==> src/logic/soc_bus_settings.svh <==
`ifndef SOC_BUS_SETTINGS_SVH
`define SOC_BUS_SETTINGS_SVH

// ----------------------------------------------------------------------
// Memory map of the slave fabric
// ----------------------------------------------------------------------

// Internal RAM, 8 KB echoed over the top 64 KB
`define RAM_BASE            32'hFFFF0000

// Video RAM, write-only character port
`define VRAM_BASE           32'h08000000
`define VRAM_LIMIT          32'h08004000

// GPIO register block
`define GPIO_BASE           32'h03000000
`define GPIO_LIMIT          32'h03000100

`define RAM_WORDS           2048        // 32-bit words in the internal RAM

// ----------------------------------------------------------------------
// GPIO register indices, taken from address bits 5:2
// ----------------------------------------------------------------------

`define GPIO_REG_DELAY      4'd0        // R: detected delay, W: delay select
`define GPIO_REG_LED        4'd1        // Bit 0 red, bit 1 green, bit 2 blue
`define GPIO_REG_Z80_RST    4'd3
`define GPIO_REG_I2C_SCL    4'd5
`define GPIO_REG_I2C_SDA    4'd6        // Write 0 pulls the line low
`define GPIO_REG_USB_RST    4'd7        // Active low USB reset

// GPIO values loaded by reset, delay select copies the detected value
`define GPIO_RST_LED        1'b0
`define GPIO_RST_Z80_RST    1'b1        // Coprocessor held in reset
`define GPIO_RST_I2C_SCL    1'b1
`define GPIO_RST_I2C_SDA_OE 1'b0        // Line released
`define GPIO_RST_USB_RSTN   1'b0

// Read data for write-only and unmapped regions
`define BUS_UNMAPPED_DATA   32'hFFFFFFFF

`endif

==> src/logic/soc_bus_pkg.sv <==
package soc_bus_pkg;

    // ----------------------------------------------------------------------
    // Plain vector types
    // ----------------------------------------------------------------------

    typedef logic [31:0] bus_addr_t;     // Byte address
    typedef logic [31:0] bus_data_t;
    typedef logic [3:0]  bus_strb_t;     // All zero is a read
    typedef logic [10:0] ram_index_t;    // Word index into the internal RAM
    typedef logic [11:0] vram_index_t;   // Character cell index
    typedef logic [4:0]  delay_sel_t;    // Memory interface delay tap

    // ----------------------------------------------------------------------
    // Bundles
    // ----------------------------------------------------------------------

    // Request as driven by the CPU master
    typedef struct packed {
        logic      valid;
        bus_addr_t addr;
        bus_data_t wdata;
        bus_strb_t strb;
    } bus_req_t;

    // Registered region hits, none set means unmapped
    typedef struct packed {
        logic ram;
        logic vram;
        logic gpio;
    } region_sel_t;

    // Qualified access strobes
    typedef struct packed {
        logic ram_acc;     // Valid, not yet ready, in RAM
        logic vram_acc;    // Valid, not yet ready, in video RAM
        logic gpio_acc;    // Valid, in GPIO
        logic pending;     // Valid, not yet ready
        logic bad_access;  // First cycle of an access to an unmapped address
    } access_t;

    // Character write leaving the fabric
    typedef struct packed {
        logic        wr_en;
        vram_index_t index;
        logic [7:0]  char_data;
    } vram_wr_t;

    typedef struct packed {
        delay_sel_t delay_sel;
        logic       led_red;
        logic       led_green;
        logic       led_blue;
        logic       z80_rst;
        logic       i2c_scl;
        logic       i2c_sda_oe;  // 1 pulls SDA low
        logic       usb_rstn;
    } gpio_out_t;

endpackage

==> src/logic/bus_region_decode.sv <==
`include "soc_bus_settings.svh"

module bus_region_decode (
    input  logic                    clk_rv,
    input  logic                    rst_rv,
    input  soc_bus_pkg::bus_addr_t  la_addr,
    input  soc_bus_pkg::bus_req_t   req,
    input  logic                    ready,
    output soc_bus_pkg::region_sel_t sel,
    output soc_bus_pkg::access_t    acc
);

    import soc_bus_pkg::*;

    logic la_in_ram;
    logic la_in_vram;
    logic la_in_gpio;
    logic valid_last;
    logic any_hit;

    // ----------------------------------------------------------------------
    // Look-ahead compares, one cycle ahead of valid
    // ----------------------------------------------------------------------

    assign la_in_ram  = (la_addr >= `RAM_BASE);   // Window runs to the top
    assign la_in_vram = (la_addr >= `VRAM_BASE) && (la_addr < `VRAM_LIMIT);
    assign la_in_gpio = (la_addr >= `GPIO_BASE) && (la_addr < `GPIO_LIMIT);

    always_ff @(posedge clk_rv) begin
        if (!rst_rv) begin
            sel        <= '0;
            valid_last <= 1'b0;
        end else begin
            sel.ram    <= la_in_ram;
            sel.vram   <= la_in_vram;
            sel.gpio   <= la_in_gpio;
            valid_last <= req.valid;      // For the rising edge of valid
        end
    end

    // ----------------------------------------------------------------------
    // Access strobes
    // ----------------------------------------------------------------------

    assign any_hit = sel.ram || sel.vram || sel.gpio;

    always_comb begin
        acc.pending    = req.valid && !ready;
        acc.ram_acc    = acc.pending && sel.ram;
        acc.vram_acc   = acc.pending && sel.vram;
        // GPIO stays selected through the ready cycle
        acc.gpio_acc   = req.valid && sel.gpio;
        acc.bad_access = req.valid && !valid_last && !any_hit;
    end

endmodule

==> config.mk <==
export PLATFORM = sky130hd
export DESIGN_NAME = bus_region_decode
export DESIGN_NICKNAME = d
export VERILOG_FILES = /design/src/logic/soc_bus_pkg.sv /design/src/logic/bus_region_decode.sv
export VERILOG_INCLUDE_DIRS = /design/src /design/src/logic
export SDC_FILE = /design/constraint.sdc
export NUM_CORES = 1
export LEC_CHECK = 0
export BUFFER_PORTS_ARGS = -buffer_cell sky130_fd_sc_hd__clkbuf_2
export CAP_MARGIN = 20
export CORE_MARGIN = 3
export CORE_UTILIZATION = 13
export DETAILED_ROUTE_END_ITERATION = 10
export MAX_ROUTING_LAYER = met4
export PLACE_DENSITY = 0.8
export SYNTH_ARGS = -nofsm -noshare
export SYNTH_HDL_FRONTEND = slang
export SYNTH_SLANG_ARGS = --single-unit
==> constraint.sdc <==
create_clock -name clk_rv -period 1.35 [get_ports clk_rv]
set_input_delay 0.2025 -clock clk_rv [delete_from_list [all_inputs] [get_ports clk_rv]]
set_output_delay 0.2025 -clock clk_rv [all_outputs]
set_load 0.1 [all_outputs]
After elaboration in Yosys (flattened, before gate mapping)
Cells that the tools add are included.
{ "classes": {"order_cmp": 5, "n_reduce_logical": 13} }
{ "ops": {"columns": ["operator", "count"], "rows": [
  ["32-bit by 26-bit >= comparator with 1-bit output (second input constant)", 1],
  ["32-bit by 28-bit >= comparator with 1-bit output (second input constant)", 1],
  ["32-bit >= comparator (second input constant)", 1],
  ["32-bit by 26-bit less-than comparator with 1-bit output (second input constant)", 1],
  ["32-bit by 28-bit less-than comparator with 1-bit output (second input constant)", 1],
  ["1-bit logical AND", 8],
  ["1-bit logical NOT", 3],
  ["1-bit logical OR", 2]
]} }
{ "totals": {"output_inout_bits": 8, "word_cells": 22, "in_bits": 104, "ff_bits": 4} }

Longest topological paths before layout
{ "depth": {"depth_word": 4, "depth_mapped": 3} }

Least setup slack after synthesis
OpenSTA, ideal clock, no wires.
{ "synth_timing": {"path_type": "reg-to-output", "start": "reg sel[2] (netlist bit)", "end": "out acc[0] (netlist bit)", "arrival_ns": 2.931, "path_stages_with_launch": 4, "setup_slack_ns": -1.783, "required_ns": 1.148, "cell_sequence": "dfxtp_1 > nor2_1 > nand2_1 > nor3_1"} }
{ "synth_rtl": {"columns": ["element", "line_no", "text"], "rows": [
  ["start: declaration", "bus_region_decode.sv:9", "output soc_bus_pkg::region_sel_t sel,"],
  ["end: declaration", "bus_region_decode.sv:10", "output soc_bus_pkg::access_t acc"]
]} }

==> out/metrics.yaml <==
critical_path_class: "flop to output pin"
max_stage_delay_ns: 0.33
outcome: "finished, final reports clean"
cts.root.buffer_cell: "sky130_fd_sc_hd__clkbuf_4"
power_switching_share_pct: 28.3
rows: 14
worstPathRequired_ns: 1.15
worst_path_max_delay_cell: "sky130_fd_sc_hd__dfxtp_4"
finalNetCount: 173
share_clk_of_total_power_pct: 39.5
floorplan.initialDensity_pct: 14.5
critical_path_arrival_ns: 1.09
route.detailed.drc: 0
finalSetupViolCount: 0
cts_buffer_depth: 2
antenna_violations_before_repair: 0
multi_input_comb_area_um2: 173
level_count_of_the_clock_h_tree: 1
p_per_area_nw_per_um2: 661
setup.worst_path.end_class: "output pin"
dpl.hpwl_um: 852
placement.io_buffers: 35
cts_inserted_buffers: 3
postLayoutSetupSlackWorst_ns: 0.0540
final-hold-violation-count: 0
chipWidth_um: 48.0
first_global_vias: 392
p_switching_mw: 0.105
netlist-cell-type-count: 12
drv_slew: 0
drive_above_1_share_pct: 70.1
total_power_mw: 0.371
grt_setup_unrepaired: "true"
period_needed_ns: 1.30
syn-mean-instance-area_um2: 7.90
syn-num-nets: 133
power_report.internal_total_mw: 0.266
design.die.area_um2: 2300
ys_seq_elements: 4
globalRouteOverflowTotal: 0
postLayoutCellArea_um2: 562
antenna-diode-count: 0
cts_hold_buf: 0
die_y_um: 48.0
crit_chain: "nor2_1 > nand2_1 > nor3_4 > buf_12"
route.vias.total: 387
drt_wl_total_um: 888
critical_path.max_fanout: 3
post-place-ws_ns: 0.237
placedInstanceArea_um2: 539
ir_worst_vdd_mv: 0.198
drtIter0Drc: 0
cts_setup_buffers: 0
p_comb_share_pct: 28.8
timing.fmax_mhz: 772
placeableCoreArea_um2: 1580
clkSinkCount: 4
min_path_type: "primary input to flop"
drt-pass1-iter-count: 1
clk_pin_slew_ns: 0.04
first_pass_grt_wire_length_mm: 1.38
critical_path_start: "sel[1]"
final_core_utilization_pct: 35.6
grt_usage_pct: 8.72
mappedNetlistArea_um2: 229
area_growth_pct: 145
final-seq-area_um2: 88.8
ant_nets: 0
design.portCount: 112
route.detailed.vias_per_inst: 4.66
n_fill_cell: 163
crit_path_start_kind: "flop"
routabilityCongestion: 0.647
grt_start_max_net_pins: 5
slew_headroom_pct: 77.7
wl_per_cell_um: 10.7
syn_inst: 29
yosys_warnings: 0
cts_tree: "built"
cts_resized: 0
total_leakage_power_nw: 0.259
max-cap-violations: 0
hold_path.startpoint: "la_addr[24]"
worst-slew-pin-transition_ns: 0.330
timing.final.crit_share_pct: 96.0
synth_seq_area_share_pct: 35.0
seq_power_share_pct: 31.7
## sequential cells by signal (all words and copies together) (netlist names)
signal      cells
sel             3
valid_last      1
## path summary, 6_finish.rpt
| check | to | slack, ns | depth (start not counted) |
|---|---|---|---|
| worst min-delay path | sel[1] | 0.17 | 2 |
| worst max-delay path | acc[0] | 0.05 | 4 |
## placed cells by master, fill, tap and decap left out
| cell | instances |
|---|---|
| sky130_fd_sc_hd__dfxtp_2 | 1 |
| sky130_fd_sc_hd__nor2_1 | 2 |
| sky130_fd_sc_hd__clkbuf_4 | 3 |
| sky130_fd_sc_hd__nor3_2 | 1 |
| sky130_fd_sc_hd__and2_1 | 1 |
| sky130_fd_sc_hd__and2_2 | 2 |
| sky130_fd_sc_hd__nor4_1 | 5 |
| sky130_fd_sc_hd__buf_12 | 5 |
| sky130_fd_sc_hd__or3_1 | 1 |
| sky130_fd_sc_hd__dfxtp_1 | 1 |
| sky130_fd_sc_hd__nor3_1 | 1 |
| sky130_fd_sc_hd__nor2b_4 | 1 |
| sky130_fd_sc_hd__nor4b_1 | 1 |
| sky130_fd_sc_hd__and2_4 | 1 |
| sky130_fd_sc_hd__buf_4 | 3 |
| sky130_fd_sc_hd__dfxtp_4 | 2 |
| sky130_fd_sc_hd__nor3_4 | 1 |
| sky130_fd_sc_hd__nand4_1 | 5 |
| sky130_fd_sc_hd__nand2_1 | 2 |
| sky130_fd_sc_hd__clkbuf_2 | 27 |
| sky130_fd_sc_hd__nand3_1 | 1 |
## power groups by stage
stage	registers (mW)	logic, mW	clock network [mW]
after global routing	0.118	0.116	0.153
after floorplan	0.119	0.0415	0
after detailed placement	0.120	0.108	0
after CTS	0.118	0.108	0.154
after global placement	0.119	0.104	0
final	0.118	0.107	0.147
## metrics by stage
| step | setup TNS (ns) | hold WS (ns) | cells |
|---|---|---|---|
| after floorplan | -0.627 | 0.271 | 29 |
| after global routing | -0.00220 | 0.183 | 83 |
| after CTS | 0 | 0.158 | 83 |
| final | 0 | 0.166 | 83 |
| after global placement | 0 | 0.406 | 80 |
| after detailed placement | 0 | 0.403 | 80 |
## worst max-delay path: cells and delay by family (launching register included)
| family | cells | cell delay, ns |
|---|---|---|
| buffers and inverters | 1 | 0.20 |
| flip-flops | 1 | 0.33 |
| AND/OR/NAND/NOR | 3 | 0.32 |
## timing repair
action,4_1_cts,5_1_grt
endpoints found under the setup margin,1,1
endpoints found under the hold margin,0,0
pin swaps,1,0
## synth_stat cells
| library cell | n | share of area [%] |
|---|---|---|
| sky130_fd_sc_hd__and2_1 | 4 | 11 |
| sky130_fd_sc_hd__dfxtp_1 | 4 | 35 |
| sky130_fd_sc_hd__nand2_1 | 2 | 3.3 |
| sky130_fd_sc_hd__nand3_1 | 1 | 2.2 |
| sky130_fd_sc_hd__nand4_1 | 5 | 14 |
| sky130_fd_sc_hd__nor2_1 | 2 | 3.3 |
| sky130_fd_sc_hd__nor2b_1 | 1 | 2.7 |
| sky130_fd_sc_hd__nor3_1 | 2 | 4.4 |
| sky130_fd_sc_hd__nor3_2 | 1 | 4.4 |
| sky130_fd_sc_hd__nor4_1 | 5 | 14 |
| sky130_fd_sc_hd__nor4b_1 | 1 | 3.8 |
| sky130_fd_sc_hd__or3_1 | 1 | 2.7 |
## kinds of logic (layout without fill, tap and decap cells)
family	Yosys count	in the layout	synth area share [%]
flops	4	4	35.0
simple gates	25	25	65.0
buf+inv	0	38	0
## cell type report
class,instances,area share (%)
multi-input combinational,25,30.7
sequential,4,15.8
tap,16,3.56
clock buffer,3,4.01
timing repair buffer,35,45.9
## layer usage
layer	global-route usage, %	wire length [um]	vias up
met1	8.59	276	169
met5	-	0	-
li1	-	-	192
met4	6.45	0	0
met2	16.1	511	26
met3	0	100	0
No activity file was read; power rests on OpenSTA's default activity.
