<file path="config.mk">
export PLATFORM = sky130hd
export DESIGN_NAME = bus_response
export DESIGN_NICKNAME = d
export VERILOG_FILES = /design/src/logic/soc_bus_pkg.sv /design/src/logic/bus_response.sv
export VERILOG_INCLUDE_DIRS = /design/src /design/src/logic
export SDC_FILE = /design/constraint.sdc
export NUM_CORES = 1
export LEC_CHECK = 0
export ABC_AREA = 1
export CAP_MARGIN = 40
export CORE_ASPECT_RATIO = 0.8
export CORE_UTILIZATION = 45
export CTS_BUF_LIST = sky130_fd_sc_hd__clkbuf_16
export DETAILED_ROUTE_END_ITERATION = 7
export DONT_BUFFER_PORTS = 1
export PLACE_DENSITY_LB_ADDON = 0.3
export SETUP_SLACK_MARGIN = 0.1
export SLEW_MARGIN = 25
export SYNTH_ARGS = -nofsm -noshare
export SYNTH_HDL_FRONTEND = slang
export SYNTH_SLANG_ARGS = --single-unit
</file>
<file path="constraint.sdc">
create_clock -name clk_rv -period 1.05 [get_ports clk_rv]
set_input_delay 0.0525 -clock clk_rv [delete_from_list [all_inputs] [get_ports clk_rv]]
set_output_delay 0.0525 -clock clk_rv [all_outputs]
set_load 0.05 [all_outputs]
</file>
<file path="src/logic/soc_bus_settings.svh">
`ifndef SOC_BUS_SETTINGS_SVH
`define SOC_BUS_SETTINGS_SVH

// ----------------------------------------------------------------------
// Memory map of the slave fabric
// ----------------------------------------------------------------------

// Internal RAM, 8 KB echoed over the top 64 KB
`define RAM_BASE            32'hFFFF0000

// Video RAM, write-only character port
`define VRAM_BASE           32'h08000000
`define VRAM_LIMIT          32'h08004000

// GPIO register block
`define GPIO_BASE           32'h03000000
`define GPIO_LIMIT          32'h03000100

`define RAM_WORDS           2048        // 32-bit words in the internal RAM

// ----------------------------------------------------------------------
// GPIO register indices, taken from address bits 5:2
// ----------------------------------------------------------------------

`define GPIO_REG_DELAY      4'd0        // R: detected delay, W: delay select
`define GPIO_REG_LED        4'd1        // Bit 0 red, bit 1 green, bit 2 blue
`define GPIO_REG_Z80_RST    4'd3
`define GPIO_REG_I2C_SCL    4'd5
`define GPIO_REG_I2C_SDA    4'd6        // Write 0 pulls the line low
`define GPIO_REG_USB_RST    4'd7        // Active low USB reset

// GPIO values loaded by reset, delay select copies the detected value
`define GPIO_RST_LED        1'b0
`define GPIO_RST_Z80_RST    1'b1        // Coprocessor held in reset
`define GPIO_RST_I2C_SCL    1'b1
`define GPIO_RST_I2C_SDA_OE 1'b0        // Line released
`define GPIO_RST_USB_RSTN   1'b0

// Read data for write-only and unmapped regions
`define BUS_UNMAPPED_DATA   32'hFFFFFFFF

`endif

</file>
<file path="src/logic/soc_bus_pkg.sv">
package soc_bus_pkg;

    // ----------------------------------------------------------------------
    // Plain vector types
    // ----------------------------------------------------------------------

    typedef logic [31:0] bus_addr_t;     // Byte address
    typedef logic [31:0] bus_data_t;
    typedef logic [3:0]  bus_strb_t;     // All zero is a read
    typedef logic [10:0] ram_index_t;    // Word index into the internal RAM
    typedef logic [11:0] vram_index_t;   // Character cell index
    typedef logic [4:0]  delay_sel_t;    // Memory interface delay tap

    // ----------------------------------------------------------------------
    // Bundles
    // ----------------------------------------------------------------------

    // Request as driven by the CPU master
    typedef struct packed {
        logic      valid;
        bus_addr_t addr;
        bus_data_t wdata;
        bus_strb_t strb;
    } bus_req_t;

    // Registered region hits, none set means unmapped
    typedef struct packed {
        logic ram;
        logic vram;
        logic gpio;
    } region_sel_t;

    // Qualified access strobes
    typedef struct packed {
        logic ram_acc;     // Valid, not yet ready, in RAM
        logic vram_acc;    // Valid, not yet ready, in video RAM
        logic gpio_acc;    // Valid, in GPIO
        logic pending;     // Valid, not yet ready
        logic bad_access;  // First cycle of an access to an unmapped address
    } access_t;

    // Character write leaving the fabric
    typedef struct packed {
        logic        wr_en;
        vram_index_t index;
        logic [7:0]  char_data;
    } vram_wr_t;

    typedef struct packed {
        delay_sel_t delay_sel;
        logic       led_red;
        logic       led_green;
        logic       led_blue;
        logic       z80_rst;
        logic       i2c_scl;
        logic       i2c_sda_oe;  // 1 pulls SDA low
        logic       usb_rstn;
    } gpio_out_t;

endpackage

</file>
<file path="src/logic/bus_response.sv">
`include "soc_bus_settings.svh"

module bus_response (
    input  logic                     clk_rv,
    input  logic                     rst_rv,
    input  soc_bus_pkg::region_sel_t sel,
    input  soc_bus_pkg::access_t     acc,
    input  soc_bus_pkg::bus_data_t   ram_rdata,
    input  soc_bus_pkg::bus_data_t   gpio_rdata,
    output logic                     ready,
    output soc_bus_pkg::bus_data_t   rdata,
    output logic                     bus_error
);

    import soc_bus_pkg::*;

    // Every region answers after one cycle, unmapped ones too
    always_ff @(posedge clk_rv) begin
        if (!rst_rv) begin
            ready <= 1'b0;
        end else begin
            ready <= acc.pending;         // Pending drops once ready is seen
        end
    end

    // Sticky until reset
    always_ff @(posedge clk_rv) begin
        if (!rst_rv) begin
            bus_error <= 1'b0;
        end else if (acc.bad_access) begin
            bus_error <= 1'b1;
        end
    end

    // ----------------------------------------------------------------------
    // Read data select
    // ----------------------------------------------------------------------

    always_comb begin
        if (sel.ram) begin
            rdata = ram_rdata;
        end else if (sel.gpio) begin
            rdata = gpio_rdata;
        end else begin
            rdata = `BUS_UNMAPPED_DATA;   // Video RAM has no read path either
        end
    end

endmodule

</file>
; Word-level counts from Yosys, hierarchy flattened
; Index checks and enable logic that the tools add are counted.
[op_classes]
mux = 2
[op_table]
columns = op, n
row1 = 32-bit two-way mux, 2
[totals]
out_inout_bits = 34
input_bits = 74
reg_bits = 2

; Depth between registers and ports, before layout
; Gate-level depths: netlist of run 1.
[logic_depth]
depth_word = 2
mapped_depth = 5
ltp_nobuf = 4

; Worst setup path after synthesis of run 1
; No wires, ideal clock.
[synth_path]
path_kind = reg-to-reg
startpoint = reg bus_error (netlist name)
endpoint = reg bus_error
arrival_time_ns = 0.790
stages_incl_launch_ff = 2
required_ns = 0.991
path_buffers = 0
setup_time_ns = 0.059
setup_slack_ns = 0.201
path_cell_list = dfxtp_1 -> o21a_1
[synth_rtl]
columns = element, line
row1 = to (signal assigned), bus_response.sv:29  ; bus_error <= 1'b0;
row2 = to (signal assigned), bus_response.sv:31  ; bus_error <= 1'b1;
row3 = to (decl), bus_response.sv:12  ; output logic bus_error

; Worst setup path after layout of run 1
[layout_path]
startpoint = reg ready
endpoint = out ready
[layout_rtl]
columns = element, line
row1 = from (decl), bus_response.sv:10  ; output logic ready,
row2 = from (signal assigned), bus_response.sv:22  ; ready <= acc.pending;
; No word-level cell between the ends.

==> results of run 1 <==
==> flip-flops by register name (all words and copies together), names as in the netlist <==
| register | cells |
|---|---|
| ready | 1 |
| bus_error | 1 |
==> worst min path at each step <==
stage | slack (ns) | end | startpoint | cells past startpoint
floorplan | 0.15 | ready | acc[1] | 2
global placement | 0.15 | ready | acc[1] | 2
detailed placement | 0.16 | ready | acc[1] | 2
CTS | 0.36 | rdata[0] | sel[2] | 3
global route | 0.37 | rdata[1] | sel[2] | 3
finish | 0.36 | rdata[0] | sel[2] | 3
==> kinds of logic after synthesis <==
family                 synth area share, %
DFF                                   5.25
buffers and inverters                 30.3
and+or+nand+nor                       63.4
AOI/OAI and AO/OA                    0.984
==> per-layer routing <==
metal | vias to the layer above | share of wire (%)
met3 | 4 | 8.6
li1 | 519 | -
met2 | 59 | 53
met5 | - | 0
met1 | 394 | 38
met4 | 0 | 0.67
==> final cells by class <==
cell class              instances  area share [%]
clock buffers                   3            7.89
multi-input cells             130            51.7
flip-flops and latches          2            4.21
repair buffers                 24            19.7
well taps                      21            2.76
inverters                      34            13.7
==> cells in the final DEF (no fill, tap or decap) <==
| cell type | n |
|---|---|
| nand2_1 | 129 |
| inv_1 | 33 |
| buf_4 | 21 |
| clkbuf_16 | 3 |
| dlygate4sd3_1 | 3 |
| dfxtp_1 | 2 |
| inv_4 | 1 |
| o21a_1 | 1 |
==> synthesized netlist by cell type, drive strengths merged <==
cell type	instances	area (um2)
dfxtp	2	40.0
nand2	129	484
o21a	1	7.51
buf	10	101
inv	34	130
==> per-stage QoR <==
| stage | hold slack (ns) | cells | util (%) | setup WS (ns) | total power (W) |
|---|---|---|---|---|---|
| after floorplan | 0.146 | 176 | - | 0.201 | 0.000685 |
| after global placement | 0.150 | 208 | 56.9 | 0.294 | 0.000740 |
| after detailed placement | 0.155 | 208 | 56.9 | 0.268 | 0.000749 |
| after CTS | 0.365 | 214 | 64.0 | 0.172 | 0.00133 |
| after global routing | 0.370 | 214 | 64.0 | 0.155 | 0.00138 |
| final | 0.364 | 214 | 64.0 | 0.178 | 0.00132 |
==> power breakdown <==
part | switching [W] | internal [W]
registers | 0.00000982 | 0.0000815
clock network | 0.0000771 | 0.000484
logic | 0.000506 | 0.000164
total | 0.000593 | 0.000729
==> repair_timing <==
item,CTS,global route
hold endpoints to repair,2,0
gates resized for setup,0,0
hold buffers,3,0
==> flow_summary_export.csv, run 1 <==
group,metric,value,unit
run_status,status,"finished clean",
global_routing,overflow,0,
setup_path,crit_end,"ready",
place,placed_cell_area,846,um2
clock_network,clockBufferDepth,2,
power,power_leakage,0.711,nW
cells_and_area,drive_gt1_share,13.0,%
min_path,hp-class,"in2out",
yosys,yosys_warnings,0,
clock_network,htreeDepth,1,
route,vias,976,
place,hpwl,1470,um
route,route.detailed.drc,0,
sta,rsz0062_at_grt,"no",
yosys,ys_seq_area_share,5.25,%
yosys,ys_seq_elements,2,
setup_path,r2r-start,"bus_error",
sta,fin_skew,0,ns
route,routedWlPerCell,9.73,um
clock_network,postCtsSetupRepairBufs,0,
route,totalWireLength,2080,um
sta,hold_viol_final,0,
global_routing,grt_util_all_layers,19.9,%
global_routing,grt_max_degree,34,
cells_and_area,multi_input_area,492,um2
setup_path,endpoint_kind,"output pin",
power,p_per_area,1390,nW/um2
floorplanning,die_width,48.0,um
place,gp_congestion,0.662,
sta,max_clock_freq,1150,MHz
floorplanning,fp.dieArea,1870,um2
clock_network,numCtsBuffers,3,
cells_and_area,synthToLayoutAreaGrowth,24.6,%
clock_network,root_buffer,"clkbuf_16",
global_routing,grt_pass1_vias,688,
floorplanning,fp.coreArea,1490,um2
route,vias_per_cell,4.56,
sta,slew_violations,0,
global_routing,antenna_found_initial,0,
setup_path,crit_type,"reg2out",
cells_and_area,n_antenna_cell,0,
yosys,syn_area,763,um2
global_routing,busiest_layer,"met2",
global_routing,use_met1,18.9,%
global_routing,grtUsageMet3,3.27,%
clock_network,clock_latency,0.21,ns
cells_and_area,nNetsFinal,269,
setup_path,reg2reg_depth,1,
cells_and_area,regArea,40.0,um2
setup_path,start_kind,"register",
clock_network,clk_pin_slew_worst_paths,0.03,ns
sta,setup-tns-final,0,ns
setup_path,setup.worst_path.start,"ready",
sta,slew_headroom,68.3,%
setup_path,cp_data_required_time,1.00,ns
setup_path,rr_endpoint,"bus_error",
floorplanning,rows,12,
cells_and_area,fillCellCount,131,
yosys,synth_area_per_cell,4.34,um2
global_routing,grt_pass1_wl,2660,um
cells_and_area,final_cell_area,951,um2
sta,worst_slew_pin_slew,0.474,ns
power,peakVddDrop,0.000983,V
floorplanning,die_y,38.8,um
place,portBuffers,0,
floorplanning,start_util,51.3,%
floorplanning,pin_count,108,
sta,setup_viol,0,
sta,min_period,0.872,ns
yosys,synthCells,176,
route,first_iter_violations,24,
route,postRouteAntennaNets,0,
clock_network,cts.sinks,2,
sta,post-route-period-util,83.0,%
clock_network,cts_tree,"done",
setup_path,r2r_slack,0.43,ns
setup_path,path_max_fanout,1,
route,drt_pre_antenna_iters,4,
setup_path,crit_arrival,0.82,ns
yosys,synth_fp_nets,250,
job,maxCapViolations,0,
setup_path,cp_num_cells,0,
global_routing,met2_usage,41.6,%
yosys,synth_cell_types,7,
(Power assumes the default switching activity.)
==> run 2: changes to the inputs <==
==> constraint.sdc (replaced) <==
create_clock -name clk_rv -period 0.8 [get_ports clk_rv]
set_input_delay 0.04 -clock clk_rv [delete_from_list [all_inputs] [get_ports clk_rv]]
set_output_delay 0.04 -clock clk_rv [all_outputs]
set_load 0.05 [all_outputs]
==> flow_summary_export.csv, run 2 (synthesized netlist as in run 1, its figures left out) <==
group,metric,value,unit
power,combPwrFrac,50.1,%
global_routing,grt_util_all_layers,20.6,%
power,power.switching,0.000807,W
route,drt_pre_antenna_iters,4,
setup_path,reg2reg_depth,1,
job,maxCapViolations,0,
power,peakVddDrop,0.00128,V
setup_path,path_max_fanout,2,
setup_path,setup.worst_path.start,"bus_error",
clock_network,root_buffer,"clkbuf_16",
global_routing,antenna_found_initial,0,
setup_path,path_delay_family,"flip-flops",
sta,slew_headroom,81.1,%
floorplanning,fp.coreArea,1490,um2
cells_and_area,final_cell_mix,"nand2_1 (98), inv_1 (33), nand2_2 (29)",
clock_network,postCtsSetupRepairBufs,0,
clock_network,cts_tree,"done",
cells_and_area,drive_gt1_share,22.9,%
setup_path,cp_data_required_time,0.76,ns
min_path,hold_path_depth,2,
sta,fin_skew,0,ns
floorplanning,pin_count,108,
sta,setup_viol,0,
setup_path,r2r-start,"bus_error",
floorplanning,rows,12,
sta,post-route-period-util,94.6,%
place,hpwl,1380,um
route,postRouteAntennaNets,0,
power,seqPwrFrac,6.6,%
power,power_leakage,0.640,nW
sta,rsz0062_at_grt,"yes",
route,route.detailed.drc,0,
cells_and_area,nNetsFinal,251,
place,dpl_worst_slack,0.149,ns
route,routedWlPerCell,10.9,um
setup_path,crit_buf_inv,1,
sta,setup_slack,0.0436,ns
clock_network,clk_pin_slew_worst_paths,0.03,ns
place,portBuffers,0,
cells_and_area,final_common_cell,"nand2_1",
setup_path,crit_type,"reg2out",
route,vias,898,
setup_path,endpoint_kind,"output pin",
route,first_iter_violations,13,
power,p_per_area,1840,nW/um2
clock_network,numCtsBuffers,3,
power,p_sw_share,47.1,%
setup_path,start_kind,"register",
global_routing,grt_max_degree,34,
setup_path,cp_num_cells,1,
cells_and_area,fillCellCount,143,
clock_network,htreeDepth,1,
route,vias_per_cell,4.58,
floorplanning,die_y,38.8,um
floorplanning,fp.dieArea,1870,um2
setup_path,crit_slowest_cell,"dfxtp_2",
min_path,hp-start,"ram_rdata[14]",
global_routing,overflow,0,
setup_path,path_cells,"buf_6",
power,p_clk_share,43.3,%
place,gp_congestion,0.673,
setup_path,r2r_slack,0.18,ns
global_routing,grt_pass1_wl,2700,um
setup_path,crit_arrival,0.72,ns
route,totalWireLength,2140,um
floorplanning,die_width,48.0,um
sta,worst_slew_pin_slew,0.283,ns
floorplanning,start_util,51.3,%
sta,max_clock_freq,1320,MHz
cells_and_area,n_antenna_cell,0,
sta,slew_violations,0,
clock_network,clock_latency,0.22,ns
cells_and_area,reg.largest.list,"bus_error x1, ready x1",
setup_path,cpPeakStageDelay,0.33,ns
power,p_int,0.000908,W
sta,setup-tns-final,0,ns
sta,min_period,0.756,ns
min_path,hp-class,"in2out",
global_routing,grt_pass1_vias,690,
sta,hold_viol_final,0,
clock_network,cts.sinks,2,
cells_and_area,synthToLayoutAreaGrowth,21.8,%
min_path,min_to,"rdata[14]",
run_status,status,"finished clean",
setup_path,rr_endpoint,"bus_error",
clock_network,clockBufferDepth,2,
run 2: changes by cell type in the layout (fill, tap and decap cells not counted):
cell | previous run | this run
dfxtp_2 | 0 | 2
buf_6 | 0 | 1
dfxtp_1 | 2 | 0
nand2_1 | 129 | 98
buf_8 | 0 | 1
buf_12 | 0 | 1
nand2_2 | 0 | 29
buf_4 | 21 | 0
nand2_4 | 0 | 2
run 2: layout make-up:
class	instances	area [um2]	area share, %
timing repair buffer	6	76.3	8.21
inverter	34	130	14.0
clock buffer	3	75.1	8.08
multi-input combinational	130	579	62.3
tap	21	26.3	2.83
sequential	2	42.5	4.58
run 2: how the worst max path moves through the flow:
stage,end
final,bus_error
after global routing,bus_error
after CTS,bus_error
after detailed placement,rdata[4]
after global placement,rdata[23]
after floorplan,bus_error
run 2: power groups by stage:
stage,Clock (W),Sequential (W),Combinational (W)
finish,0.000743,0.000114,0.000859
floorplan,0,0.000133,0.000823
global placement,0,0.000111,0.000820
global route,0.000765,0.000114,0.000911
detailed placement,0,0.000111,0.000830
CTS,0.000750,0.000112,0.000849
run 2: routing by layer:
layer	part of all wire (%)	track usage [%]	vias up	routed length [um]
li1	-	-	484	-
met1	39	21.1	363	829
met2	53	42.2	49	1140
met3	7.9	3.27	2	169
met4	0.28	4.17	0	6
met5	0	0	-	0
run 2: timing repair:
| action | in CTS | in global routing |
|---|---|---|
| pin swaps | 0 | 0 |
| hold buffers | 3 | 0 |
| hold endpoints to repair | 2 | 0 |
| gates resized for setup | 3 | 3 |
| setup endpoints to repair | 2 | 4 |
run 2: through the flow:
stage                     instance area, um2  power [W]  cells  hold WS [ns]  utilization (%)
after floorplan                          842   0.000956    176         0.133                -
after global placement                   802   0.000931    190         0.141             54.0
after detailed placement                 802   0.000941    190         0.148             54.0
after CTS                                916    0.00171    196         0.311             61.6
after global routing                     930    0.00179    196         0.313             62.5
final                                    930    0.00172    196         0.291             62.5
