## config.mk

```make
export PLATFORM = sky130hd
export DESIGN_NAME = gpio_regs
export DESIGN_NICKNAME = d
export VERILOG_FILES = /design/src/logic/soc_bus_pkg.sv /design/src/logic/gpio_regs.sv
export VERILOG_INCLUDE_DIRS = /design/src /design/src/logic
export SDC_FILE = /design/constraint.sdc
export NUM_CORES = 1
export LEC_CHECK = 0
export BUFFER_PORTS_ARGS = -buffer_cell sky130_fd_sc_hd__buf_2
export CORE_ASPECT_RATIO = 0.8
export CORE_MARGIN = 2
export CORE_UTILIZATION = 33
export DETAILED_ROUTE_END_ITERATION = 7
export PLACE_DENSITY_LB_ADDON = 0.15
export SLEW_MARGIN = 10
export SYNTH_ARGS = -nofsm -noshare
export SYNTH_HDL_FRONTEND = slang
export SYNTH_SLANG_ARGS = --single-unit
```

## constraint.sdc

```tcl
create_clock -name clk_rv -period 1.7 [get_ports clk_rv]
set_input_delay 0.085 -clock clk_rv [delete_from_list [all_inputs] [get_ports clk_rv]]
set_output_delay 0.085 -clock clk_rv [all_outputs]
set_load 0.01 [all_outputs]
```

## src/logic/soc_bus_settings.svh

```systemverilog
`ifndef SOC_BUS_SETTINGS_SVH
`define SOC_BUS_SETTINGS_SVH

// ----------------------------------------------------------------------
// Memory map of the slave fabric
// ----------------------------------------------------------------------

// Internal RAM, 8 KB echoed over the top 64 KB
`define RAM_BASE            32'hFFFF0000

// Video RAM, write-only character port
`define VRAM_BASE           32'h08000000
`define VRAM_LIMIT          32'h08004000

// GPIO register block
`define GPIO_BASE           32'h03000000
`define GPIO_LIMIT          32'h03000100

`define RAM_WORDS           2048        // 32-bit words in the internal RAM

// ----------------------------------------------------------------------
// GPIO register indices, taken from address bits 5:2
// ----------------------------------------------------------------------

`define GPIO_REG_DELAY      4'd0        // R: detected delay, W: delay select
`define GPIO_REG_LED        4'd1        // Bit 0 red, bit 1 green, bit 2 blue
`define GPIO_REG_Z80_RST    4'd3
`define GPIO_REG_I2C_SCL    4'd5
`define GPIO_REG_I2C_SDA    4'd6        // Write 0 pulls the line low
`define GPIO_REG_USB_RST    4'd7        // Active low USB reset

// GPIO values loaded by reset, delay select copies the detected value
`define GPIO_RST_LED        1'b0
`define GPIO_RST_Z80_RST    1'b1        // Coprocessor held in reset
`define GPIO_RST_I2C_SCL    1'b1
`define GPIO_RST_I2C_SDA_OE 1'b0        // Line released
`define GPIO_RST_USB_RSTN   1'b0

// Read data for write-only and unmapped regions
`define BUS_UNMAPPED_DATA   32'hFFFFFFFF

`endif

```

## src/logic/soc_bus_pkg.sv

```systemverilog
package soc_bus_pkg;

    // ----------------------------------------------------------------------
    // Plain vector types
    // ----------------------------------------------------------------------

    typedef logic [31:0] bus_addr_t;     // Byte address
    typedef logic [31:0] bus_data_t;
    typedef logic [3:0]  bus_strb_t;     // All zero is a read
    typedef logic [10:0] ram_index_t;    // Word index into the internal RAM
    typedef logic [11:0] vram_index_t;   // Character cell index
    typedef logic [4:0]  delay_sel_t;    // Memory interface delay tap

    // ----------------------------------------------------------------------
    // Bundles
    // ----------------------------------------------------------------------

    // Request as driven by the CPU master
    typedef struct packed {
        logic      valid;
        bus_addr_t addr;
        bus_data_t wdata;
        bus_strb_t strb;
    } bus_req_t;

    // Registered region hits, none set means unmapped
    typedef struct packed {
        logic ram;
        logic vram;
        logic gpio;
    } region_sel_t;

    // Qualified access strobes
    typedef struct packed {
        logic ram_acc;     // Valid, not yet ready, in RAM
        logic vram_acc;    // Valid, not yet ready, in video RAM
        logic gpio_acc;    // Valid, in GPIO
        logic pending;     // Valid, not yet ready
        logic bad_access;  // First cycle of an access to an unmapped address
    } access_t;

    // Character write leaving the fabric
    typedef struct packed {
        logic        wr_en;
        vram_index_t index;
        logic [7:0]  char_data;
    } vram_wr_t;

    typedef struct packed {
        delay_sel_t delay_sel;
        logic       led_red;
        logic       led_green;
        logic       led_blue;
        logic       z80_rst;
        logic       i2c_scl;
        logic       i2c_sda_oe;  // 1 pulls SDA low
        logic       usb_rstn;
    } gpio_out_t;

endpackage

```

## src/logic/gpio_regs.sv

```systemverilog
`include "soc_bus_settings.svh"

module gpio_regs (
    input  logic                    clk_rv,
    input  logic                    rst_rv,
    input  soc_bus_pkg::bus_req_t   req,
    input  logic                    gpio_acc,
    input  soc_bus_pkg::delay_sel_t delay_sel_det,
    input  logic                    i2c_sda_in,
    output soc_bus_pkg::gpio_out_t  gpio,
    output soc_bus_pkg::bus_data_t  gpio_rdata
);

    import soc_bus_pkg::*;

    logic [3:0] reg_idx;
    logic       is_write;

    assign reg_idx  = req.addr[5:2];
    assign is_write = (req.strb != '0);

    // ----------------------------------------------------------------------
    // Control registers
    // ----------------------------------------------------------------------

    always_ff @(posedge clk_rv) begin
        if (!rst_rv) begin
            gpio.delay_sel  <= delay_sel_det;        // Start from the detected tap
            gpio.led_red    <= `GPIO_RST_LED;
            gpio.led_green  <= `GPIO_RST_LED;
            gpio.led_blue   <= `GPIO_RST_LED;
            gpio.z80_rst    <= `GPIO_RST_Z80_RST;
            gpio.i2c_scl    <= `GPIO_RST_I2C_SCL;
            gpio.i2c_sda_oe <= `GPIO_RST_I2C_SDA_OE;
            gpio.usb_rstn   <= `GPIO_RST_USB_RSTN;
        end else if (gpio_acc && is_write) begin
            case (reg_idx)
                `GPIO_REG_DELAY: gpio.delay_sel <= req.wdata[4:0];
                `GPIO_REG_LED: begin
                    gpio.led_red   <= req.wdata[0];
                    gpio.led_green <= req.wdata[1];
                    gpio.led_blue  <= req.wdata[2];
                end
                `GPIO_REG_Z80_RST: gpio.z80_rst  <= req.wdata[0];
                `GPIO_REG_I2C_SCL: gpio.i2c_scl  <= req.wdata[0];
                // Open drain, a written 1 releases the line
                `GPIO_REG_I2C_SDA: gpio.i2c_sda_oe <= !req.wdata[0];
                `GPIO_REG_USB_RST: gpio.usb_rstn <= req.wdata[0];
                default: ;
            endcase
        end
    end

    // ----------------------------------------------------------------------
    // Read-back
    // ----------------------------------------------------------------------

    // Indices without read-back leave the last word in place
    always_ff @(posedge clk_rv) begin
        if (gpio_acc && !is_write) begin
            case (reg_idx)
                `GPIO_REG_DELAY: begin
                    gpio_rdata <= {27'd0, delay_sel_det};
                end
                `GPIO_REG_LED: begin
                    gpio_rdata <= {29'd0, gpio.led_blue, gpio.led_green, gpio.led_red};
                end
                `GPIO_REG_Z80_RST: begin
                    gpio_rdata <= {31'd0, gpio.z80_rst};
                end
                `GPIO_REG_I2C_SDA: begin
                    gpio_rdata <= {31'd0, i2c_sda_in};   // Live pin level
                end
                default: ;
            endcase
        end
    end

endmodule

```

# [Word-level counts from Yosys, hierarchy flattened]
# Index checks and enable logic that the tools add are counted.
[op_classes] eq_ne=7 mux=9 n_reduce_logical=14
[op_table] op="$pmux 32 s4" count=1
[op_table] op="$mux 12" count=2
[op_table] op="$reduce_and 2->1" count=7
[op_table] op="$eq 4x3->1 const B" count=3
[op_table] op="$reduce_bool 4->1" count=2
[op_table] op="$mux 5" count=1
[op_table] op="$eq 4x1->1 const B" count=1
[op_table] op="$eq 4x2->1 const B" count=1
[op_table] op="$logic_not 4->1" count=1
[op_table] op="$mux 1" count=4
[op_table] op="$ne 2x1->1 const B" count=2
[op_table] op="$mux 3" count=1
[op_table] op="$logic_and 1x1->1" count=2
[op_table] op="$logic_not 1->1" count=2
[totals] regBits=44

# [Depth between registers and ports, before layout]
# Gate-level depths: netlist of the first run.
[depth] ltp_word=4 mapped_depth=4

# [Worst setup path after synthesis of the first run]
# Ideal clock, no wire load.
[synth_path] path_kind="input to register" from="input port req[40] (netlist bit)" to="register gpio[10] (netlist bit) (enable)" arrival_time_ns=1.135 required_ns=1.324 path_slack_ns=0.189 cell_stages=3 path_buffers=1 path_cell_list="clkbuf_2 > or3_2 > o31ai_1"
[synth_between] elab_chain_len=3
[synth_rtl] item="start, declared" line="gpio_regs.sv:6" text="input soc_bus_pkg::bus_req_t req,"
[synth_rtl] item="$logic_not 4->1" line="gpio_regs.sv:37" text="case (reg_idx)"
[synth_rtl] item="$ne 2x1->1 (no source line)"
[synth_rtl] item="$reduce_and 2->1 (no source line)"
[synth_rtl] item="end, declared" line="gpio_regs.sv:10" text="output soc_bus_pkg::gpio_out_t gpio,"
# No other way between the ends.
# A chain may end at the register's enable or synchronous reset.

# [Final worst setup path of the first run]
[layout_path] from="input port req[1] (netlist bit)" to="register gpio_rdata[3] (enable)"
[layout_between] elab_chain_len=4
[layout_rtl] item="$reduce_bool 4->1" line="gpio_regs.sv:20" text="assign is_write = (req.strb != '0);"
[layout_rtl] item="$logic_not 1->1" line="gpio_regs.sv:60" text="if (gpio_acc && !is_write) begin"
[layout_rtl] item="$logic_and 1x1->1" line="gpio_regs.sv:60"
[layout_rtl] item="$reduce_and 2->1 (no source line)"
[layout_rtl] item="end signal, assigned" line="gpio_regs.sv:63" text="gpio_rdata <= {27'd0, delay_sel_det};"
[layout_rtl] item="end signal, assigned" line="gpio_regs.sv:66" text="gpio_rdata <= {29'd0, gpio.led_blue, gpio.led_green, gpio.led_red};"
[layout_rtl] item="end signal, assigned" line="gpio_regs.sv:69" text="gpio_rdata <= {31'd0, gpio.z80_rst};"
[layout_rtl] item="end, declared" line="gpio_regs.sv:11" text="output soc_bus_pkg::bus_data_t gpio_rdata"
# No other way between the ends.

==> impl_metrics.py, run 1 <==
metrics = {
    "cells_and_area": {
        "area_delta_synth_final_pct": 17.2,
        "final_area_mm2": 0.00125,
        "layout-drive-gt1-share_pct": 37.9,
        "fin_util_pct": 40.6,
        "layout.nets": 224,
        "insertedDiodeCount": 0,
        "stdcell_count": 185,
    },
    "route": {
        "ant_nets": 0,
        "drtIter0Drc": 36,
        "wirelength_um": 2130,
        "wl_per_cell_um": 11.5,
        "post_drt_via_cell_ratio": 4.37,
        "num_vias": 809,
        "drc": 0,
        "dr.pass1.iters": 4,
    },
    "critical_path": {
        "path_cells": "buf_2 -> or4_4 -> a211oi_1 -> buf_4",
        "reg2reg_depth": 3,
        "critPathKind": "in2reg",
        "r2r-start": "gpio[3]",
        "critPathMaxFanout": 5,
        "ff2ff_setup_slack_ns": 0.71,
        "critPathTopFamily": "simple AND/OR/NAND/NOR gates",
        "crit_buf_inv": 2,
        "cpMaxStageDelayCell": "or4_4",
        "startpoint_type": "input port",
        "end_kind": "flop",
        "critPathRequiredTime_ns": 1.66,
        "crit_arrival_ns": 1.12,
        "r2r_end": "gpio_rdata[0]",
        "cp_slowest_stage_delay_ns": 0.55,
    },
    "synthesis": {
        "yosys_warnings": 0,
        "ys_dominant_reg_cell": "edfxtp_1",
        "syn_area_mm2": 0.00107,
        "avgSynthCellArea_um2": 10.2,
        "yosysSeqAreaShare_pct": 41.2,
        "synth-seq-cells": 17,
        "synth_commonest_cells": "buf_4, edfxtp_1, nand2_1",
        "synth_largest_area_cell": "edfxtp_1",
        "yosysTopAreaCellShare_pct": 28.1,
        "synth_enable_flop_cells": 10,
        "synthCells": 105,
        "ys_types": 32,
        "synthTopCellsByArea": "edfxtp_1, buf_4, dfxtp_1",
        "yosysMostFrequentCell": "buf_4",
        "synth-async-reset-ratio_pct": 0,
    },
    "floorplan": {
        "num_io_pins": 122,
        "fp-row-count": 18,
        "die_area_mm2": 0.00372,
        "start_util_pct": 34.7,
        "die_h_um": 54.9,
        "die_w_um": 67.7,
        "coreArea_mm2": 0.00309,
    },
    "hold_path": {
        "min_path_type": "in2reg",
        "hp-start": "req[6]",
        "holdPathStages": 3,
        "min_to": "gpio[4]",
    },
    "place": {
        "placed_area_mm2": 0.00121,
        "dp_hpwl_um": 1720,
        "dp.cells": 181,
        "finalWeightedCongestion": 0.742,
        "io_buffers": 38,
    },
    "power": {
        "total_leakage_power_nw": 0.586,
        "finalPower_w": 0.000904,
        "powerDensity_mw_per_mm2": 721,
        "ir_drop_mv": 0.439,
    },
    "timing": {
        "period_share_pct": 67.9,
        "setup_viol": 0,
        "grt_setup_unrepaired": "false",
        "fin_setup_tns_ns": 0,
        "max_freq_mhz": 867,
        "period_minus_slack_ns": 1.15,
        "fin_skew_ns": 0.000808,
        "final-hold-violation-count": 0,
        "slew_violations": 0,
    },
    "clock_tree": {
        "cts_tree": "built",
        "cts-root-buf": "clkbuf_8",
        "cts_sinks": 17,
        "hold_buffers": 0,
        "ctsResizeCount": 0,
        "clk_pin_slew_worst_paths_ns": 0.06,
        "numCtsBuffers": 3,
        "clk-insertion-delay-late_ns": 0.25,
        "ctsLongestPathBuffers": 2,
        "cts_setup_buffers": 0,
        "htreeDepth": 1,
    },
    "global_routing": {
        "gr-total-overflow": 0,
        "grt_antenna_before_repair": 0,
        "grt_pass1_wl_um": 3240,
        "first_global_vias": 717,
        "grtUsageTotal_pct": 11.9,
        "grt_max_degree": 20,
    },
    "job": {
        "cap_violations": 0,
    },
    "status": {
        "status": "completed",
    },
}
## routing by layer
metal,global-route usage (%),up-vias,share of wire [%],wire length (um)
li1,-,399,-,-
met1,14.9,367,44,938
met2,19.8,43,45,955
met3,5.47,0,11,234
met4,1.02,0,0,0
met5,0,-,0,0
## through the flow
| step | hold slack (ns) | setup slack, ns |
|---|---|---|
| 2_1_floorplan | 0.248 | 0.189 |
| 3_3_place_gp | 0.362 | 0.268 |
| 3_5_place_dp | 0.371 | 0.271 |
| 4_1_cts | 0.104 | 0.542 |
| 5_1_grt | 0.113 | 0.493 |
| 6_report | 0.108 | 0.546 |
## kinds of logic (layout without fill, tap and decap cells)
group	after synthesis	count (layout)	share of synthesized area, %
other cells	1	27	0.351
mux	6	6	5.73
compound gates	15	15	11.0
flops	17	17	41.2
buf+inv	36	50	22.2
simple gates	30	30	19.5
## tightest hold or removal path, stage by stage
cell and delay [ns]:
buf_2 0.10, nand2_1 0.06, mux2i_1 0.06
## final cells by class
type	instances	area, um2
inverters	6	22.5
flip-flops and latches	17	440
multi-input cells	78	489
well taps	40	50.0
clock buffers	3	41.3
fillers	324	1830
repair buffers	40	205
clock inverters	1	5.00
## how the worst max path moves through the flow
stage	startpoint	endpoint	slack (ns)	cells past startpoint
2_1_floorplan	req[40]	gpio[10]	0.19	3
3_3_place_gp	req[1]	gpio_rdata[3]	0.27	4
3_5_place_dp	req[1]	gpio_rdata[3]	0.27	4
4_1_cts	req[1]	gpio_rdata[3]	0.54	4
5_1_grt	req[39]	gpio[11]	0.49	4
6_report	req[1]	gpio_rdata[3]	0.55	4
## where the power goes
part | switching (W) | total (W) | internal, W | leakage, nW
Clock | 0.000132 | 0.000295 | 0.000162 | 0.0255
Sequential | 0.00000355 | 0.000457 | 0.000453 | 0.149
Combinational | 0.0000957 | 0.000153 | 0.0000569 | 0.412
Total | 0.000231 | 0.000904 | 0.000672 | 0.586
## state kept, by name, indices dropped and copies added, names as in the netlist
signal      cells
gpio_rdata      5
gpio           12
## placed cells by master, fill, tap and decap left out, types with 2 or more instances in the layout
| cell type | Yosys | routed |
|---|---|---|
| nand2b_1 | 2 | 2 |
| nand3b_1 | 3 | 3 |
| mux2i_1 | 5 | 5 |
| inv_1 | 6 | 6 |
| buf_4 | 27 | 2 |
| edfxtp_1 | 10 | 10 |
| a22o_2 | 2 | 2 |
| clkbuf_8 | 0 | 3 |
| dfxtp_1 | 7 | 7 |
| o22ai_1 | 5 | 5 |
| and2_2 | 2 | 2 |
| nor2b_1 | 3 | 3 |
| buf_2 | 0 | 38 |
| nand2_1 | 10 | 10 |
| a211oi_1 | 2 | 2 |
| nor4_1 | 2 | 2 |
| conb_1 | 1 | 27 |
(Power assumes the default switching activity.)
==> run 2, diff against run 1 <==
CORE_UTILIZATION = 30   (was 33)
clock period = 1.05 ns   (was 1.7 ns; I/O delays follow)
==> impl_metrics.py, run 2 (synthesized netlist as in run 1, its figures left out) <==
metrics = {
    "critical_path": {
        "startpoint_type": "input port",
        "critPathMaxFanout": 5,
        "path_cells": "buf_6 -> or4_4 -> a211oi_4",
        "critPathKind": "in2reg",
        "crit_arrival_ns": 1.00,
        "cp_slowest_stage_delay_ns": 0.56,
        "end_kind": "flop",
        "critPathTopFamily": "simple AND/OR/NAND/NOR gates",
        "critPathRequiredTime_ns": 0.98,
        "crit_buf_inv": 1,
        "cpMaxStageDelayCell": "or4_4",
    },
    "power": {
        "total_leakage_power_nw": 0.675,
        "finalPower_w": 0.00154,
        "pwr-share-seq_pct": 48.2,
        "powerDensity_mw_per_mm2": 1080,
        "sw_frac_of_total_pct": 26.2,
        "power.internal_w": 0.00113,
        "clkPwrFrac_pct": 31.9,
        "comb_power_share_pct": 20.0,
        "ir_drop_mv": 0.565,
        "switchingPower_w": 0.000403,
    },
    "cells_and_area": {
        "final_common_cell": "buf_2",
        "top_regs": "gpio (12), gpio_rdata (5)",
        "final_area_mm2": 0.00143,
        "largest_register_ffs": 12,
        "stdcell_count": 204,
        "area_delta_synth_final_pct": 33.3,
        "largest_register": "gpio",
        "layout-drive-gt1-share_pct": 45.7,
        "insertedDiodeCount": 0,
        "layout_common_cells": "buf_2, conb_1, buf_4, nand2_1, edfxtp_1",
        "layout.nets": 241,
    },
    "timing": {
        "final-hold-violation-count": 0,
        "fin_setup_tns_ns": -0.0861,
        "max_freq_mhz": 937,
        "post-route-worst-setup-slack_ns": -0.0173,
        "setup_viol": 5,
        "slew_violations": 0,
        "period_share_pct": 102,
        "grt_setup_unrepaired": "true",
        "period_minus_slack_ns": 1.07,
        "fin_skew_ns": 0.00402,
    },
    "route": {
        "num_vias": 853,
        "drc": 0,
        "wl_per_cell_um": 11.2,
        "dr.pass1.iters": 3,
        "post_drt_via_cell_ratio": 4.18,
        "wirelength_um": 2290,
        "drtIter0Drc": 42,
        "ant_nets": 0,
    },
    "floorplan": {
        "die_h_um": 57.4,
        "num_io_pins": 122,
        "coreArea_mm2": 0.00342,
        "die_w_um": 70.8,
        "die_area_mm2": 0.00406,
        "fp-row-count": 19,
        "start_util_pct": 31.3,
    },
    "place": {
        "io_buffers": 38,
        "placed_area_mm2": 0.00137,
        "dp.cells": 200,
        "dp_hpwl_um": 1860,
        "finalWeightedCongestion": 0.702,
        "place_ws_ns": -0.314,
    },
    "status": {
        "status": "finished, violations left",
        "failed_checks": "negative setup slack",
    },
    "clock_tree": {
        "cts_tree": "built",
        "cts_setup_buffers": 0,
        "clk-insertion-delay-late_ns": 0.26,
        "cts_sinks": 17,
        "numCtsBuffers": 3,
        "ctsLongestPathBuffers": 2,
        "htreeDepth": 1,
        "clk_pin_slew_worst_paths_ns": 0.07,
        "cts-root-buf": "clkbuf_8",
        "hold_buffers": 0,
    },
    "global_routing": {
        "grt_antenna_before_repair": 0,
        "grtUsageTotal_pct": 11.6,
        "first_global_vias": 777,
        "grt_max_degree": 13,
        "gr-total-overflow": 0,
        "grt_pass1_wl_um": 3610,
    },
    "hold_path": {
        "min_path_type": "in2reg",
    },
    "job": {
        "cap_violations": 0,
    },
}
## run 2: repair_timing
item                                    in CTS  in global routing
gates resized for setup                      2                  0
endpoints found under the setup margin       5                  5
pin swaps                                    0                  0
gates cloned                                 0                  0
## run 2: layout make-up
type,instances,area [um2]
fill,372,2000
multi-input combinational,78,519
sequential,17,440
timing repair buffer,57,345
tap,42,52.6
clock buffer,3,41.3
inverter,6,22.5
clock inverter,1,5.00
## run 2: final timing paths
| path | startpoint | end | slack (ns) | cells after the start |
|---|---|---|---|---|
| worst min register to register | gpio[5] | gpio[5] | 0.49 | 2 |
| worst max register to register | gpio[3] | gpio_rdata[0] | 0.06 | 3 |
| worst max-delay path | req[1] | gpio_rdata[2] | -0.02 | 3 |
| worst min-delay path | req[6] | gpio[4] | 0.07 | 3 |
## run 2: worst min-delay path, cell delays in order
cell and delay, ns:
buf_2 0.09, nand2_1 0.07, mux2i_1 0.06
## run 2: metrics by stage
step	util (%)	hold slack (ns)
finish	41.7	0.0684
global route	41.7	0.0918
CTS	41.7	0.0702
detailed placement	39.9	0.346
global placement	39.9	0.339
floorplan	-	0.215
## run 2: per-layer routing
layer	track usage (%)	vias to the layer above	part of all wire, %
met5	0	-	0
met2	17.4	41	43
li1	-	429	-
met3	4.42	5	11
met4	4.85	0	1.4
met1	15.1	378	45
## run 2: power by group through the flow
stage | clock network, W | logic [W] | registers [W]
floorplan | 0 | 0.000225 | 0.000769
CTS | 0.000518 | 0.000309 | 0.000741
detailed placement | 0 | 0.000303 | 0.000756
global route | 0.000534 | 0.000338 | 0.000742
finish | 0.000490 | 0.000307 | 0.000740
global placement | 0 | 0.000302 | 0.000754
==> run 3, diff against run 2 <==
clock period = 0.86 ns   (was 1.05 ns; I/O delays follow)
==> impl_metrics.py, run 3 (synthesized netlist as in run 1, its figures left out) <==
metrics = {
    "status": {
        "status": "finished, violations left",
        "failed_checks": "negative setup slack",
    },
    "global_routing": {
        "gr-total-overflow": 0,
        "grt_max_degree": 13,
        "first_global_vias": 878,
        "grtUsageTotal_pct": 12.2,
        "grt_pass1_wl_um": 3920,
        "grt_antenna_before_repair": 0,
    },
    "cells_and_area": {
        "largest_register": "gpio",
        "nFillCells": 340,
        "layout-drive-gt1-share_pct": 51.8,
        "top_regs": "gpio (12), gpio_rdata (5)",
        "layout_common_cells": "buf_2, conb_1, buf_6, buf_4",
        "final_area_mm2": 0.00163,
        "area_delta_synth_final_pct": 52.5,
        "largest_register_ffs": 12,
        "layout.nets": 247,
        "final_common_cell": "buf_2",
        "insertedDiodeCount": 0,
    },
    "power": {
        "powerDensity_mw_per_mm2": 1190,
        "pwr-share-seq_pct": 46.4,
        "finalPower_w": 0.00195,
        "sw_frac_of_total_pct": 26.3,
        "power.internal_w": 0.00144,
        "ir_drop_mv": 0.557,
        "comb_power_share_pct": 23.0,
        "switchingPower_w": 0.000512,
        "total_leakage_power_nw": 0.758,
        "clkPwrFrac_pct": 30.6,
    },
    "route": {
        "wirelength_um": 2410,
        "num_vias": 906,
        "drtIter0Drc": 22,
        "post_drt_via_cell_ratio": 4.31,
        "dr.pass1.iters": 3,
        "drc": 0,
        "wl_per_cell_um": 11.5,
        "ant_nets": 0,
    },
    "clock_tree": {
        "hold_buffers": 0,
        "numCtsBuffers": 3,
        "htreeDepth": 1,
        "cts-root-buf": "clkbuf_8",
        "ctsLongestPathBuffers": 2,
        "clk_pin_slew_worst_paths_ns": 0.07,
        "cts_tree": "built",
        "cts_sinks": 17,
        "clk-insertion-delay-late_ns": 0.25,
    },
    "floorplan": {
        "coreArea_mm2": 0.00342,
        "start_util_pct": 31.3,
        "num_io_pins": 122,
        "fp-row-count": 19,
        "die_h_um": 57.4,
        "die_w_um": 70.8,
        "die_area_mm2": 0.00406,
    },
    "critical_path": {
        "end_kind": "flop",
        "r2r-start": "gpio[3]",
        "critPathKind": "in2reg",
        "startpoint": "req[1]",
        "startpoint_type": "input port",
        "critPathMaxFanout": 5,
        "critPathRequiredTime_ns": 0.79,
        "crit_arrival_ns": 0.99,
    },
    "timing": {
        "period_minus_slack_ns": 1.06,
        "grt_setup_unrepaired": "true",
        "fin_skew_ns": 0.000783,
        "max_freq_mhz": 941,
        "period_share_pct": 124,
        "setup_viol": 20,
        "post-route-worst-setup-slack_ns": -0.202,
        "slew_violations": 0,
        "fin_setup_tns_ns": -2.50,
        "final-hold-violation-count": 0,
    },
    "job": {
        "cap_violations": 0,
    },
    "place": {
        "io_buffers": 38,
        "finalWeightedCongestion": 0.744,
        "placed_area_mm2": 0.00143,
        "dp_hpwl_um": 1930,
    },
    "hold_path": {
        "hp-start": "req[5]",
        "min_path_type": "in2reg",
    },
}
-- run 3: changes by cell type in the layout (fill, tap and decap cells not counted), moves of 2 or more --
cell and delta:
buf_4 -4, nand2b_4 +2, buf_2 -7, nand2b_1 -2, dfxtp_2 +3, buf_6 +15, and2_4 +2, dfxtp_1 -3
and2_2 -2
-- run 3: area by class of cell --
type	instances	area, um2	area share [%]
Multi-Input combinational cell	78	582	35.7
Timing Repair Buffer	63	484	29.7
Sequential cell	17	444	27.2
Tap cell	42	52.6	3.22
Clock buffer	3	41.3	2.53
Inverter	6	22.5	1.38
Clock inverter	1	5.00	0.307
-- run 3: critical path: stages --
cell and delay, ns:
buf_6 0.09, or4_4 0.55, a211oi_4 0.30
-- run 3: metal layers --
metal / global-route usage, % / share of wire [%] / vias up
met5: 0 / 0 / -
met4: 3.23 / 0.62 / 0
met3: 4.95 / 9.6 / 4
met2: 21.0 / 49 / 43
met1: 14.4 / 41 / 417
li1: - / - / 442
-- run 3: final timing paths --
| path | end | slack (ns) | cells past startpoint |
|---|---|---|---|
| max | gpio_rdata[3] | -0.20 | 3 |
| min reg2reg | gpio[0] | 0.50 | 2 |
| min | gpio[5] | 0.07 | 3 |
| max reg2reg | gpio_rdata[0] | -0.12 | 3 |
-- run 3: timing repair --
action	CTS	global route
buffers inserted	3	3
resized for setup	20	13
pin swaps	2	4
endpoints found under the setup margin	25	28
cloned	0	0
-- run 3: stage by stage --
stage / hold slack (ns) / worst slack, ns / instances / util [%]
2_1_floorplan: 0.206 / -0.322 / 131 / -
3_3_place_gp: 0.331 / -0.463 / 203 / 41.8
3_5_place_dp: 0.331 / -0.507 / 203 / 41.8
4_1_cts: 0.0634 / -0.212 / 210 / 46.1
5_1_grt: 0.0794 / -0.237 / 210 / 47.7
6_report: 0.0692 / -0.202 / 210 / 47.7
-- run 3: power groups by stage --
stage / clock, W / combinational, W / sequential (W)
finish: 0.000597 / 0.000447 / 0.000903
global route: 0.000657 / 0.000486 / 0.000907
CTS: 0.000629 / 0.000425 / 0.000903
detailed placement: 0 / 0.000395 / 0.000921
global placement: 0 / 0.000393 / 0.000920
floorplan: 0 / 0.000288 / 0.000938
